<file path="config.mk">
export PLATFORM = sky130hd
export DESIGN_NAME = sifhRegs
export DESIGN_NICKNAME = d
export VERILOG_FILES = /design/src/sifhPkg.sv /design/src/sifhRegs.sv
export SDC_FILE = /design/constraint.sdc
export NUM_CORES = 1
export LEC_CHECK = 0
export ABC_CLOCK_PERIOD_IN_PS = 5200
export BUFFER_PORTS_ARGS = -buffer_cell sky130_fd_sc_hd__buf_2
export CAP_MARGIN = 25
export CORE_MARGIN = 3
export CORE_UTILIZATION = 26
export CTS_CLUSTER_DIAMETER = 60
export DETAILED_ROUTE_END_ITERATION = 6
export PLACE_DENSITY = 0.6
export SLEW_MARGIN = 40
export SYNTH_ARGS = -nofsm -noshare
export SYNTH_HDL_FRONTEND = slang
export SYNTH_SLANG_ARGS = --single-unit
</file>
<file path="constraint.sdc">
create_clock -name clk -period 5.2 [get_ports clk]
set_input_delay 1.04 -clock clk [delete_from_list [all_inputs] [get_ports clk]]
set_output_delay 1.04 -clock clk [all_outputs]
set_load 0.005 [all_outputs]
</file>
<file path="src/sifhPkg.sv">
package sifhPkg;

    // pixel and timestamp geometry
    localparam int pixelBits = 2;
    localparam int pixelNum = 1 << pixelBits;
    localparam int sampleBits = 12;
    localparam int binBits = 6;    // top bits of the timestamp
    localparam int binNum = 1 << binBits;

    // histogram memory, addressed as {pixel, bin}
    localparam int ramAddrBits = pixelBits + binBits;
    localparam int ramDepth = 1 << ramAddrBits;
    localparam int countBits = 16;    // saturating
    localparam int frameLenBits = 16;

    // host register map, byte offsets
    localparam int axiAddrBits = 11;
    localparam logic [axiAddrBits-1:0] regCtrl = 11'h000;
    localparam logic [axiAddrBits-1:0] regFrameLen = 11'h004;
    localparam logic [axiAddrBits-1:0] regStatus = 11'h008;
    localparam logic [axiAddrBits-1:0] regPeakBase = 11'h010;    // one word per pixel
    localparam logic [axiAddrBits-1:0] regHistBase = 11'h400;    // one word per RAM entry

    typedef enum logic [2:0] {
        IDLE,
        CLEAR,    // zero every RAM entry
        ACCUM,    // count incoming samples
        DRAIN,    // last write of the pipeline
        SCAN,     // sweep RAM into the peak finder
        DONE
    } ctrlState_t;

endpackage
</file>
<file path="src/sifhRegs.sv">
`timescale 1ns/1ps

module sifhRegs (
    input  logic                                               clk,
    input  logic                                               res,
    input  logic [sifhPkg::axiAddrBits-1:0]                    awaddr,
    input  logic                                               awvalid,
    output logic                                               awready,
    input  logic [31:0]                                        wdata,
    input  logic [3:0]                                         wstrb,
    input  logic                                               wvalid,
    output logic                                               wready,
    output logic [1:0]                                         bresp,
    output logic                                               bvalid,
    input  logic                                               bready,
    input  logic [sifhPkg::axiAddrBits-1:0]                    araddr,
    input  logic                                               arvalid,
    output logic                                               arready,
    output logic [31:0]                                        rdata,
    output logic [1:0]                                         rresp,
    output logic                                               rvalid,
    input  logic                                               rready,
    input  logic                                               busy,
    input  logic                                               done,
    input  logic [sifhPkg::pixelNum*sifhPkg::binBits-1:0]      peakBin,
    input  logic [sifhPkg::pixelNum*sifhPkg::countBits-1:0]    peakCount,
    output logic                                               start,
    output logic [sifhPkg::frameLenBits-1:0]                   frameLen,
    output logic                                               histRdReq,
    output logic [sifhPkg::ramAddrBits-1:0]                    histRdAddr,
    input  logic                                               histRdAck,
    input  logic [sifhPkg::countBits-1:0]                      histRdData
);

    logic histPend;
    logic isHist, isPeak;
    logic [sifhPkg::pixelBits-1:0] peakIdx;
    logic [31:0] regData;

    assign bresp = 2'b00;    // always OKAY
    assign rresp = 2'b00;

    // read decode straight from address bits
    assign isHist = araddr[sifhPkg::axiAddrBits-1];
    assign isPeak = araddr[sifhPkg::axiAddrBits-1:4] == sifhPkg::regPeakBase[sifhPkg::axiAddrBits-1:4];
    assign peakIdx = araddr[2 +: sifhPkg::pixelBits];

    always_comb begin
        regData = '0;
        if (isPeak) begin
            regData[31:16] = peakCount[peakIdx*sifhPkg::countBits +: sifhPkg::countBits];
            regData[sifhPkg::binBits-1:0] = peakBin[peakIdx*sifhPkg::binBits +: sifhPkg::binBits];
        end else if (araddr == sifhPkg::regFrameLen) begin
            regData[sifhPkg::frameLenBits-1:0] = frameLen;
        end else if (araddr == sifhPkg::regStatus) begin
            regData[1:0] = {busy, done};
        end
    end

    // write channel
    always_ff @(posedge clk or negedge res) begin
        if (!res) begin
            awready <= 1'b0;
            wready <= 1'b0;
            bvalid <= 1'b0;
            start <= 1'b0;
            frameLen <= '0;
        end else begin
            awready <= awvalid && wvalid && !awready && !bvalid;    // one-cycle pulse
            wready <= awvalid && wvalid && !awready && !bvalid;
            start <= 1'b0;
            if (awready) begin
                bvalid <= 1'b1;
                if (awaddr == sifhPkg::regCtrl && wstrb[0]) begin
                    start <= wdata[0];
                end
                if (awaddr == sifhPkg::regFrameLen) begin
                    if (wstrb[0]) frameLen[7:0] <= wdata[7:0];
                    if (wstrb[1]) frameLen[15:8] <= wdata[15:8];
                end
            end else if (bready) begin
                bvalid <= 1'b0;
            end
        end
    end

    // read channel, histogram words go through the controller
    always_ff @(posedge clk or negedge res) begin
        if (!res) begin
            arready <= 1'b0;
            rvalid <= 1'b0;
            histPend <= 1'b0;
            histRdReq <= 1'b0;
        end else begin
            arready <= arvalid && !arready && !rvalid && !histPend;
            histRdReq <= 1'b0;
            if (arready) begin
                if (isHist) begin
                    histPend <= 1'b1;
                    histRdReq <= 1'b1;
                end else begin
                    rvalid <= 1'b1;
                end
            end else if (histPend && histRdAck) begin
                histPend <= 1'b0;
                rvalid <= 1'b1;
            end else if (rready) begin
                rvalid <= 1'b0;
            end
        end
    end

    always_ff @(posedge clk) begin
        if (arready) begin
            rdata <= regData;
            histRdAddr <= araddr[2 +: sifhPkg::ramAddrBits];    // word index in the window
        end else if (histPend && histRdAck) begin
            rdata <= {{(32-sifhPkg::countBits){1'b0}}, histRdData};
        end
    end

    assert property (@(posedge clk) disable iff (!res) bvalid && !bready |=> bvalid);
    assert property (@(posedge clk) disable iff (!res)
        rvalid && !rready |=> rvalid && $stable(rdata));

endmodule

</file>
==> key figures, run 1 <==
Global routing
  • Vias in the first global route: ~2.7k
  • First-pass GRT wire length: between 10 and 15 mm
  • Initial antenna violation count: 1
  • Largest net degree at the start of global routing: 34
  • GRT Util Overall: 13.1%
  • Congestion Overflow GR: 0

Critical path
  • Worst Path Class, Setup: input pin to flip-flop
  • Critical Path End: rdata[3]$_DFFE_PP_
  • CP Buf/Inv Count: 1
  • Worst setup startpoint: araddr[9]
  • Worst path required time: ~5.4 ns
  • WP depth: 5
  • Critical register-to-register path endpoint: rdata[3]$_DFFE_PP_
  • Slowest library cell on the worst path: or4b_4
  • CP Cell Sequence: buf_2 -> or4b_4 -> nor3_4 -> a22oi_1 -> o21ai_0
  • CP max stage delay: between 0.5 and 0.6 ns
  • Startpoint class of the critical path: input pin
  • Worst-path fanout max: 20
  • Worst r2r src: arready$_DFF_PN0_
  • Worst path top cell family by delay: simple AND/OR/NAND/NOR gates
  • FF-to-FF path depth: 5
  • CP Capture Type: flip-flop
  • R2R setup slack: between 2 and 3 ns
  • Critical Path AT: approximately 2.5 ns

Final layout
  • Filler cell count in the final layout: roughly 1.2k
  • Sequential cell area: roughly 0.0018 mm2
  • Multi-input combinational cell area: approximately 0.0012 mm2
  • Largest registers: rdata x32, frameLen x16, histRdAddr x8
  • NumNets Final: 600
  • Largest Register: rdata
  • Fraction of layout cells with a size suffix above 1: ~66%
  • Max reg flops: 32
  • Diode count: 0
  • Area growth syn-to-layout: 44.2%

Timing
  • Slew HR: 56.9%
  • Setup Skew: about 0.0052 ns
  • Setup tns final: 0 ns
  • Final setup violation count: 0
  • Fin. max-slew vios: 0
  • Fin. Hold Viols: 0
  • Tmin final: about 2.4 ns
  • Hold WS: 0.461 ns
  • Part of the cycle the worst path needs: a little under half
  • Slew @ Worst Pin: 0.645 ns
  • Fmax: 420 MHz
  • RSZ-0062 raised after global routing: false

Clocking
  • Root Driver: clkbuf_16
  • Later-pin clock latency in the skew report: 0.32 ns
  • Clk buf depth: 2
  • Clock-pin transition on the worst setup and hold timing paths: 0.05 ns
  • H-Tree Depth: 3
  • Cts bufs inserted: 9
  • CTS resizes: 0
  • CTS tree: built
  • Sinks on the clock net: 63
  • Hold_buf cts: 0
  • # Post-CTS Setup Buffers: 0

Floorplanning
  • Initial Util: between 20% and 30%
  • Row cnt: 39
  • Core area: between 0.01 and 0.015 mm2
  • Height of the die: about 120 um
  • Die Area: between 0.01 and 0.015 mm2
  • Die Wd: 117 um
  • I/O pin cnt: about 240

Synth
  • Commonest cells post-synth: edfxtp_1 (40), dfrtp_1 (23), mux4_2 (22), inv_1 (20)
  • Cell area after synthesis: roughly 0.0032 mm2
  • Asr flop ratio synth: a little over a third
  • Synth warn: 0
  • Share of the synthesized area in the top cell type: between 30% and 40%
  • Syn Inst Count: 213
  • Cell taking the most area after synthesis: edfxtp_1
  • Library cells used by synthesis: 35
  • Top_reg_cell synth: edfxtp_1
  • Count leader, synth: edfxtp_1
  • Syn avg cell area: roughly 15 um2
  • FF+latch count, synth: 63
  • EDFF count, synth: 40
  • Largest cells by area after synthesis: edfxtp_1 (38%), dfrtp_1 (18%), mux4_2 (16%)
  • Register area share after synthesis: approximately 56%

Routing
  • First-pass DRT Iterations: 4
  • Total wire length: 9.10 mm
  • # DRC: 0
  • Drt via density: 4.54
  • DR WL/cell: 15.8 um
  • DRT iter0 DRCs: 92
  • Via Count: 2614
  • ANT nets after route: 0

Power
  • Power Density: approximately 350 mW/mm2
  • P_leak: about 0.0022 uW
  • Maximum vdd ir drop: ~0.12 mV

Placement
  • DP Wirelength: around 7.3 mm
  • Routability Congestion: 0.733
  • IO buf count: 216

Run status
  • Run status: finished, final reports clean

Worst hold path
  • Hold/Removal Path Class: flip-flop to flip-flop
  • Hold Crit Start: bvalid$_DFFE_PN0P_

Flow run
  • Max_cap viols: 0
layout by cell type, fill, tap and decap left out:
cell | netlist | layout
and2b_2 | 1 | 1
clkbuf_1 | 3 | 2
buf_4 | 6 | 2
a22oi_1 | 6 | 6
nor4bb_1 | 1 | 1
clkinv_1 | 0 | 2
a21o_4 | 0 | 1
buf_2 | 2 | 215
edfxtp_1 | 40 | 40
mux2_2 | 16 | 16
or2_2 | 1 | 1
clkinv_2 | 0 | 2
and3_1 | 1 | 1
clkinvlp_4 | 0 | 1
conb_1 | 1 | 4
o22ai_1 | 2 | 2
nor4_1 | 1 | 1
and2_1 | 16 | 16
and4bb_4 | 1 | 1
nor3_1 | 2 | 2
o2bb2ai_1 | 2 | 2
clkbuf_16 | 0 | 9
or4b_4 | 1 | 1
mux4_2 | 22 | 22
and4b_1 | 1 | 1
inv_1 | 20 | 20
nand2_1 | 14 | 14
or3_2 | 1 | 1
dfrtp_1 | 23 | 23
nand3_2 | 2 | 2
nor4b_1 | 2 | 2
o21ai_0 | 6 | 6
a22o_1 | 1 | 1
nor3_4 | 0 | 1
a21o_1 | 2 | 1
o21ai_2 | 10 | 10
where the power goes:
group	switching (uW)	leakage (uW)	internal [uW]
Clock	203	0.000124	317
Combinational	196	0.00142	168
Sequential	30.7	0.000699	684
layer usage:
| layer | up-vias | wire [um] | GRT usage (%) |
|---|---|---|---|
| met4 | 2 | 94 | 4.59 |
| met3 | 9 | 692 | 3.94 |
| met2 | 122 | 4880 | 23.2 |
| met1 | 1258 | 3420 | 15.0 |
| met5 | - | 13 | 0 |
| li1 | 1223 | - | - |
layout make-up:
class | count | share of cell area, %
clock buffer | 11 | 5.06
timing repair buffer | 217 | 23.7
sequential | 63 | 38.7
clock inverter | 5 | 0.545
multi-input combinational | 117 | 26.5
inverter | 20 | 1.63
tap | 143 | 3.89
per-stage QoR:
step	setup slack, ns	instance area [um2]	instances	power (uW)	util, %
final	2.82	4600	576	1600	39.2
after global routing	2.67	4600	576	1700	39.2
after CTS	2.57	4590	576	1630	39.2
after detailed placement	2.23	4330	560	1100	37.0
after global placement	2.19	4320	560	1090	36.9
after floorplan	2.84	3200	216	907	-
cells by family (layout without fill, tap and decap cells):
logic type / Yosys count / after routing / share of synthesized area (%)
multiplexers: 38 / 38 / 21.2
flip-flops: 63 / 63 / 55.8
other: 1 / 4 / 0.118
AND/OR/NAND/NOR: 46 / 46 / 9.27
AO/OA/AOI/OAI: 29 / 29 / 6.79
buffers and inverters: 36 / 253 / 6.87
worst min-delay path by stage:
stage               cells past startpoint                end
floorplan                               1  arready$_DFF_PN0_
global placement                        1   wready$_DFF_PN0_
detailed placement                      1   wready$_DFF_PN0_
CTS                                     1   wready$_DFF_PN0_
global route                            1   wready$_DFF_PN0_
finish                                  1   wready$_DFF_PN0_
No activity file was read; power rests on OpenSTA's default activity.
==> run 2: changes to the inputs <==
--- a/config.mk
+++ b/config.mk
@@ -5,14 +5,14 @@
 export SDC_FILE = /design/constraint.sdc
 export NUM_CORES = 1
 export LEC_CHECK = 0
-export ABC_CLOCK_PERIOD_IN_PS = 5200
+export ABC_CLOCK_PERIOD_IN_PS = 2100
 export BUFFER_PORTS_ARGS = -buffer_cell sky130_fd_sc_hd__buf_2
 export CAP_MARGIN = 25
 export CORE_MARGIN = 3
 export CORE_UTILIZATION = 26
 export CTS_CLUSTER_DIAMETER = 60
 export DETAILED_ROUTE_END_ITERATION = 6
-export PLACE_DENSITY = 0.6
+export PLACE_DENSITY = 0.62
 export SLEW_MARGIN = 40
 export SYNTH_ARGS = -nofsm -noshare
 export SYNTH_HDL_FRONTEND = slang
==> constraint.sdc (replaced) <==
create_clock -name clk -period 2.1 [get_ports clk]
set_input_delay 0.42 -clock clk [delete_from_list [all_inputs] [get_ports clk]]
set_output_delay 0.42 -clock clk [all_outputs]
set_load 0.005 [all_outputs]
==> key figures, run 2 (synthesis results as in run 1) <==
Critical path
  • CP Capture Type: flip-flop (unchanged)
  • CP max stage delay: 0.48 ns (was 0.57 ns)
  • Slowest library cell on the worst path: or4b_4 (unchanged)
  • Critical Path AT: 1.85 ns (was 2.54 ns)
  • Worst Path Class, Setup: flip-flop to flip-flop (was input pin to flip-flop)
  • Worst path required time: 2.25 ns (was 5.36 ns)
  • Worst-path fanout max: 14 (was 20)
  • Startpoint class of the critical path: flip-flop (was input pin)
  • CP Cell Sequence: or4b_4 -> and4bb_4 -> a22oi_1 -> o21ai_0 (was buf_2 -> or4b_4 -> nor3_4 -> a22oi_1 -> o21ai_0)

Global routing
  • Congestion Overflow GR: 0 (unchanged)
  • Vias in the first global route: 2768 (was 2699)
  • Largest net degree at the start of global routing: 30 (was 34)
  • Initial antenna violation count: 0 (was 1)
  • GRT Util Overall: 13.1% (about the same)
  • First-pass GRT wire length: 13.4 mm (about the same)

Power
  • Power Density: 872 mW/mm2 (was 348 mW/mm2)
  • Maximum vdd ir drop: 0.319 mV (was 0.123 mV)
  • P_leak: 0.00230 uW (was 0.00225 uW)
  • Final Total Pwr: 4090 uW (was 1600 uW)

Timing
  • Fin. max-slew vios: 0 (unchanged)
  • Fin. Hold Viols: 0 (unchanged)
  • Tmin final: ~1.7 ns
  • Part of the cycle the worst path needs: 81.2%
  • Setup Skew: 0.00620 ns (was 0.00519 ns)
  • Slew HR: 63.1% (was 56.9%)
  • RSZ-0062 raised after global routing: false (unchanged)
  • Final setup violation count: 0 (unchanged)
  • Fmax: around 600 MHz
  • Setup tns final: 0 ns (unchanged)
  • Slew @ Worst Pin: 0.554 ns (was 0.645 ns)

Final layout
  • Post-route cell area: 0.00469 mm2 (was 0.00460 mm2)
  • Fraction of layout cells with a size suffix above 1: 66.8% (was 66.1%)
  • Largest registers: rdata x32, frameLen x16, histRdAddr x8 (unchanged)
  • Final core utilization: 40.0% (was 39.2%)
  • Multi-input combinational cell area: 0.00120 mm2 (was 0.00122 mm2)
  • Commonest cells after routing, fill and taps aside: buf_2 (216), edfxtp_1 (40), dfrtp_1 (23) (was buf_2 (215), edfxtp_1 (40), dfrtp_1 (23))
  • Largest Register: rdata (unchanged)
  • Filler cell count in the final layout: 1144 (was 1150)
  • Diode count: 0 (unchanged)
  • Sequential cell area: 0.00178 mm2 (unchanged)
  • Most common cell after layout, fill and taps aside: buf_2 (unchanged)
  • Max reg flops: 32 (unchanged)
  • Area growth syn-to-layout: 47.0% (was 44.2%)
  • NumNets Final: 607 (was 600)

Clocking
  • Later-pin clock latency in the skew report: 0.32 ns (about the same)
  • CTS resizes: 0 (unchanged)
  • Clk buf depth: 2 (unchanged)
  • # Post-CTS Setup Buffers: 0 (unchanged)
  • CTS tree: built (unchanged)
  • Hold_buf cts: 0 (unchanged)
  • Clock-pin transition on the worst setup and hold timing paths: 0.06 ns (was 0.05 ns)
  • Root Driver: clkbuf_16 (unchanged)
  • H-Tree Depth: 3 (unchanged)
  • Cts bufs inserted: 9 (unchanged)
  • Sinks on the clock net: 63 (unchanged)

Floorplanning
  • Height of the die: 117 um (unchanged)
  • Row cnt: 39 (unchanged)
  • Die Wd: 117 um (unchanged)
  • Initial Util: 27.2% (unchanged)
  • Core area: 0.0117 mm2 (unchanged)
  • Die Area: 0.0136 mm2 (unchanged)
  • I/O pin cnt: 239 (unchanged)

Run status
  • Run status: finished, final reports clean (unchanged)

Worst hold path
  • Hold/Removal Path Class: input pin to asynchronous set/reset pin (was flip-flop to flip-flop)

Routing
  • DR WL/cell: 15.7 um (was 15.8 um)
  • DRT iter0 DRCs: 103 (was 92)
  • # DRC: 0 (unchanged)
  • Drt via density: 4.53 (was 4.54)
  • Total wire length: 9.15 mm (was 9.10 mm)
  • First-pass DRT Iterations: 4 (unchanged)
  • Via Count: 2639 (was 2614)
  • ANT nets after route: 0 (unchanged)

Placement
  • DP Wirelength: 7.41 mm (was 7.34 mm)
  • Routability Congestion: 0.765 (was 0.733)
  • IO buf count: 216 (unchanged)
  • Dpl cell area: 0.00440 mm2 (was 0.00433 mm2)

Flow run
  • Max_cap viols: 0 (unchanged)
-- run 2: critical path: cells and delay by family, from the launching register on --
kind / cells / cell delay, ns
compound gates: 2 / 0.24
flops: 1 / 0.33
simple gates: 2 / 0.96
-- run 2: cell type report --
| type | instances | area share, % |
|---|---|---|
| flip-flops and latches | 63 | 37.9 |
| multi-input cells | 117 | 25.7 |
| repair buffers | 224 | 24.9 |
| clock buffers | 13 | 5.77 |
| well taps | 143 | 3.82 |
| inverters | 20 | 1.60 |
| clock inverters | 3 | 0.347 |
-- run 2: stage by stage --
step | worst slack, ns | std cells | hold slack (ns)
6_report | 0.394 | 583 | 0.0803
5_1_grt | 0.276 | 583 | 0.108
4_1_cts | 0.371 | 583 | 0.0809
3_5_place_dp | 0.104 | 567 | 0.439
3_3_place_gp | 0.165 | 567 | 0.432
2_1_floorplan | 0.158 | 216 | 0.124
-- run 2: power breakdown --
part	internal, uW	switching [uW]	total, uW
Clock	888	502	1390
Sequential	1690	77.3	1770
Combinational	438	489	927
Total	3020	1070	4090
-- run 2: worst paths after layout --
path	from	endpoint	slack [ns]	depth (start not counted)
max reg2reg	arready$_DFF_PN0_	rdata[2]$_DFFE_PP_	0.39	4
max	arready$_DFF_PN0_	rdata[2]$_DFFE_PP_	0.39	4
min reg2reg	bvalid$_DFFE_PN0P_	wready$_DFF_PN0_	0.46	1
max in group asynchronous	res	frameLen[7]$_DFFE_PN0P_	1.65	1
min in group clk	araddr[7]	histRdAddr[5]$_DFFE_PP_	0.29	1
min	res	frameLen[12]$_DFFE_PN0P_	0.08	1
-- run 2: layer usage --
metal,wire [um],share of wire [%],vias to the layer above,global-route usage [%]
met1,3550,39,1267,14.9
met5,0,0,-,0
li1,-,-,1239,-
met3,652,7.1,12,3.73
met4,131,1.4,0,5.35
met2,4810,53,121,22.9
==> run 3: changes to the inputs <==
--- a/config.mk
+++ b/config.mk
@@ -5,14 +5,14 @@
 export SDC_FILE = /design/constraint.sdc
 export NUM_CORES = 1
 export LEC_CHECK = 0
-export ABC_CLOCK_PERIOD_IN_PS = 2100
+export ABC_CLOCK_PERIOD_IN_PS = 1800
 export BUFFER_PORTS_ARGS = -buffer_cell sky130_fd_sc_hd__buf_2
 export CAP_MARGIN = 25
 export CORE_MARGIN = 3
 export CORE_UTILIZATION = 26
 export CTS_CLUSTER_DIAMETER = 60
 export DETAILED_ROUTE_END_ITERATION = 6
-export PLACE_DENSITY = 0.62
+export PLACE_DENSITY = 0.6
 export SLEW_MARGIN = 40
 export SYNTH_ARGS = -nofsm -noshare
 export SYNTH_HDL_FRONTEND = slang
==> constraint.sdc (replaced) <==
create_clock -name clk -period 1.8 [get_ports clk]
set_input_delay 0.36 -clock clk [delete_from_list [all_inputs] [get_ports clk]]
set_output_delay 0.36 -clock clk [all_outputs]
set_load 0.005 [all_outputs]
==> key figures, run 3 (synthesis results as in run 1) <==
Run status
  • Run status: finished, final reports clean (unchanged)

Timing
  • Fin. Hold Viols: 0 (unchanged)
  • Tmin final: 1.65 ns (was 1.71 ns)
  • Slew HR: 62.5% (was 63.1%)
  • Hold WS: 0.0260 ns (was 0.0803 ns)
  • Part of the cycle the worst path needs: 91.5% (was 81.2%)
  • Fin. max-slew vios: 0 (unchanged)
  • Setup Skew: 0.00640 ns (was 0.00620 ns)
  • Slew @ Worst Pin: 0.563 ns (was 0.554 ns)
  • RSZ-0062 raised after global routing: false (unchanged)
  • Fmax: 607 MHz (was 586 MHz)
  • Final setup violation count: 0 (unchanged)

Flow run
  • Max_cap viols: 0 (unchanged)

Clocking
  • H-Tree Depth: 3 (unchanged)
  • Clock-pin transition on the worst setup and hold timing paths: 0.05 ns (was 0.06 ns)
  • Clk buf depth: 2 (unchanged)
  • Sinks on the clock net: 63 (unchanged)
  • Root Driver: clkbuf_16 (unchanged)
  • CTS resizes: 0 (unchanged)
  • # Post-CTS Setup Buffers: 0 (unchanged)
  • Cts bufs inserted: 9 (unchanged)
  • Hold_buf cts: 0 (unchanged)
  • CTS tree: built (unchanged)
  • Later-pin clock latency in the skew report: 0.32 ns (about the same)

Final layout
  • Fraction of layout cells with a size suffix above 1: 67.0% (was 66.8%)
  • Max reg flops: 32 (unchanged)
  • Layout Cells excl Fill: 591 (was 583)
  • Most common cell after layout, fill and taps aside: buf_2 (unchanged)
  • Final core utilization: 40.9% (was 40.0%)
  • Largest Register: rdata (unchanged)
  • Largest registers: rdata x32, frameLen x16, histRdAddr x8 (unchanged)
  • Area growth syn-to-layout: 50.2% (was 47.0%)
  • NumNets Final: 615 (was 607)
  • Commonest cells after routing, fill and taps aside: buf_2 (216), edfxtp_1 (40), dfrtp_1 (23) (unchanged)
  • Diode count: 0 (unchanged)

Placement
  • Placed Cells: 575 (was 567)
  • Routability Congestion: 0.755 (was 0.765)
  • IO buf count: 216 (unchanged)
  • DP Wirelength: 7.44 mm (was 7.41 mm)

Routing
  • Metal2 WL: 4.85 mm (was 4.81 mm)
  • Via Count: 2652 (was 2639)
  • Drt via density: 4.49 (was 4.53)
  • Total wire length: 9.15 mm (about the same)
  • DRT iter0 DRCs: 90 (was 103)
  • Detail Route met3 WL: 822 um (was 652 um)
  • DR WL/cell: 15.5 um (was 15.7 um)
  • # DRC: 0 (unchanged)
  • First-pass DRT Iterations: 4 (unchanged)
  • ANT nets after route: 0 (unchanged)
  • Wire length on met1: 3.29 mm (was 3.55 mm)
  • Max Used Layer: met4 (unchanged)

Critical path
  • Worst Path Class, Setup: flip-flop to flip-flop (unchanged)
  • Worst-path fanout max: 8 (was 14)
  • Critical register-to-register path endpoint: rdata[10]$_DFFE_PP_ (was rdata[2]$_DFFE_PP_)
  • Critical Path AT: 1.82 ns (was 1.85 ns)
  • R2R setup slack: 0.15 ns (was 0.39 ns)
  • Worst path required time: 1.98 ns (was 2.25 ns)
  • FF-to-FF path depth: 5 (was 4)
  • Startpoint class of the critical path: flip-flop (unchanged)
  • Worst r2r src: arready$_DFF_PN0_ (unchanged)
  • CP Capture Type: flip-flop (unchanged)

Global routing
  • First-pass GRT wire length: 13.3 mm (was 13.4 mm)
  • Largest net degree at the start of global routing: 30 (unchanged)
  • Initial antenna violation count: 0 (unchanged)
  • Vias in the first global route: 2688 (was 2768)
  • Congestion Overflow GR: 0 (unchanged)
  • GRT Util Overall: 13.1% (about the same)

Floorplanning
  • Height of the die: 117 um (unchanged)
  • Initial Util: 27.2% (unchanged)
  • Die Area: 0.0136 mm2 (unchanged)
  • I/O pin cnt: 239 (unchanged)
  • Core area: 0.0117 mm2 (unchanged)
  • Row cnt: 39 (unchanged)
  • Die Wd: 117 um (unchanged)

Worst hold path
  • Hold/Removal Path Class: input pin to asynchronous set/reset pin (unchanged)

Power
  • Power Density: 1020 mW/mm2 (was 872 mW/mm2)
  • Maximum vdd ir drop: 0.320 mV (was 0.319 mV)
  • P_leak: 0.00235 uW (was 0.00230 uW)
  • Final Total Pwr: 4890 uW (was 4090 uW)
[run 3: critical path, stage by stage (launching register included)]
cell      delay [ns]
dfrtp_1         0.33
or4b_4          0.49
and4bb_4        0.41
buf_12          0.14
nand2_1         0.06
o21ai_2         0.06
[run 3: metal layers]
metal / vias up / track usage, %
met1: 1252 / 14.2
met2: 131 / 23.1
met4: 0 / 5.58
met3: 15 / 4.61
li1: 1254 / -
met5: - / 0
[run 3: worst max path at each step]
stage,slack [ns],from,cells after the start,endpoint
floorplan,0.05,arready$_DFF_PN0_,5,rdata[15]$_DFFE_PP_
global placement,-0.04,araddr[9],6,rdata[13]$_DFFE_PP_
detailed placement,-0.06,araddr[9],6,rdata[10]$_DFFE_PP_
CTS,0.13,arready$_DFF_PN0_,5,rdata[10]$_DFFE_PP_
global route,0.01,wready$_DFF_PN0_,4,frameLen[14]$_DFFE_PN0P_
finish,0.15,arready$_DFF_PN0_,5,rdata[10]$_DFFE_PP_
[run 3: final cells by class]
cell class                      instances  area, um2
Multi-Input combinational cell        117       1200
Clock inverter                          1       30.0
Inverter                               20       75.1
Tap cell                              143        179
Clock buffer                           15        258
Timing Repair Buffer                  232       1260
Fill cell                            1138       6930
Sequential cell                        63       1780
[run 3: report_power, final]
part           switching [uW]  total (uW)  leakage (uW)  internal [uW]
logic                     584        1140       0.00151            555
registers                86.7        2060      0.000699           1970
clock network             576        1690      0.000138           1110
total                    1250        4890       0.00235           3640
[run 3: metrics by stage]
| stage | worst slack (ns) | setup TNS (ns) | instance area [um2] |
|---|---|---|---|
| 4_1_cts | 0.135 | 0 | 4790 |
| 3_5_place_dp | -0.0633 | -0.558 | 4500 |
| 3_3_place_gp | -0.0429 | -0.390 | 4500 |
| 6_report | 0.153 | 0 | 4790 |
| 5_1_grt | 0.0132 | 0 | 4790 |
| 2_1_floorplan | 0.0458 | 0 | 3200 |
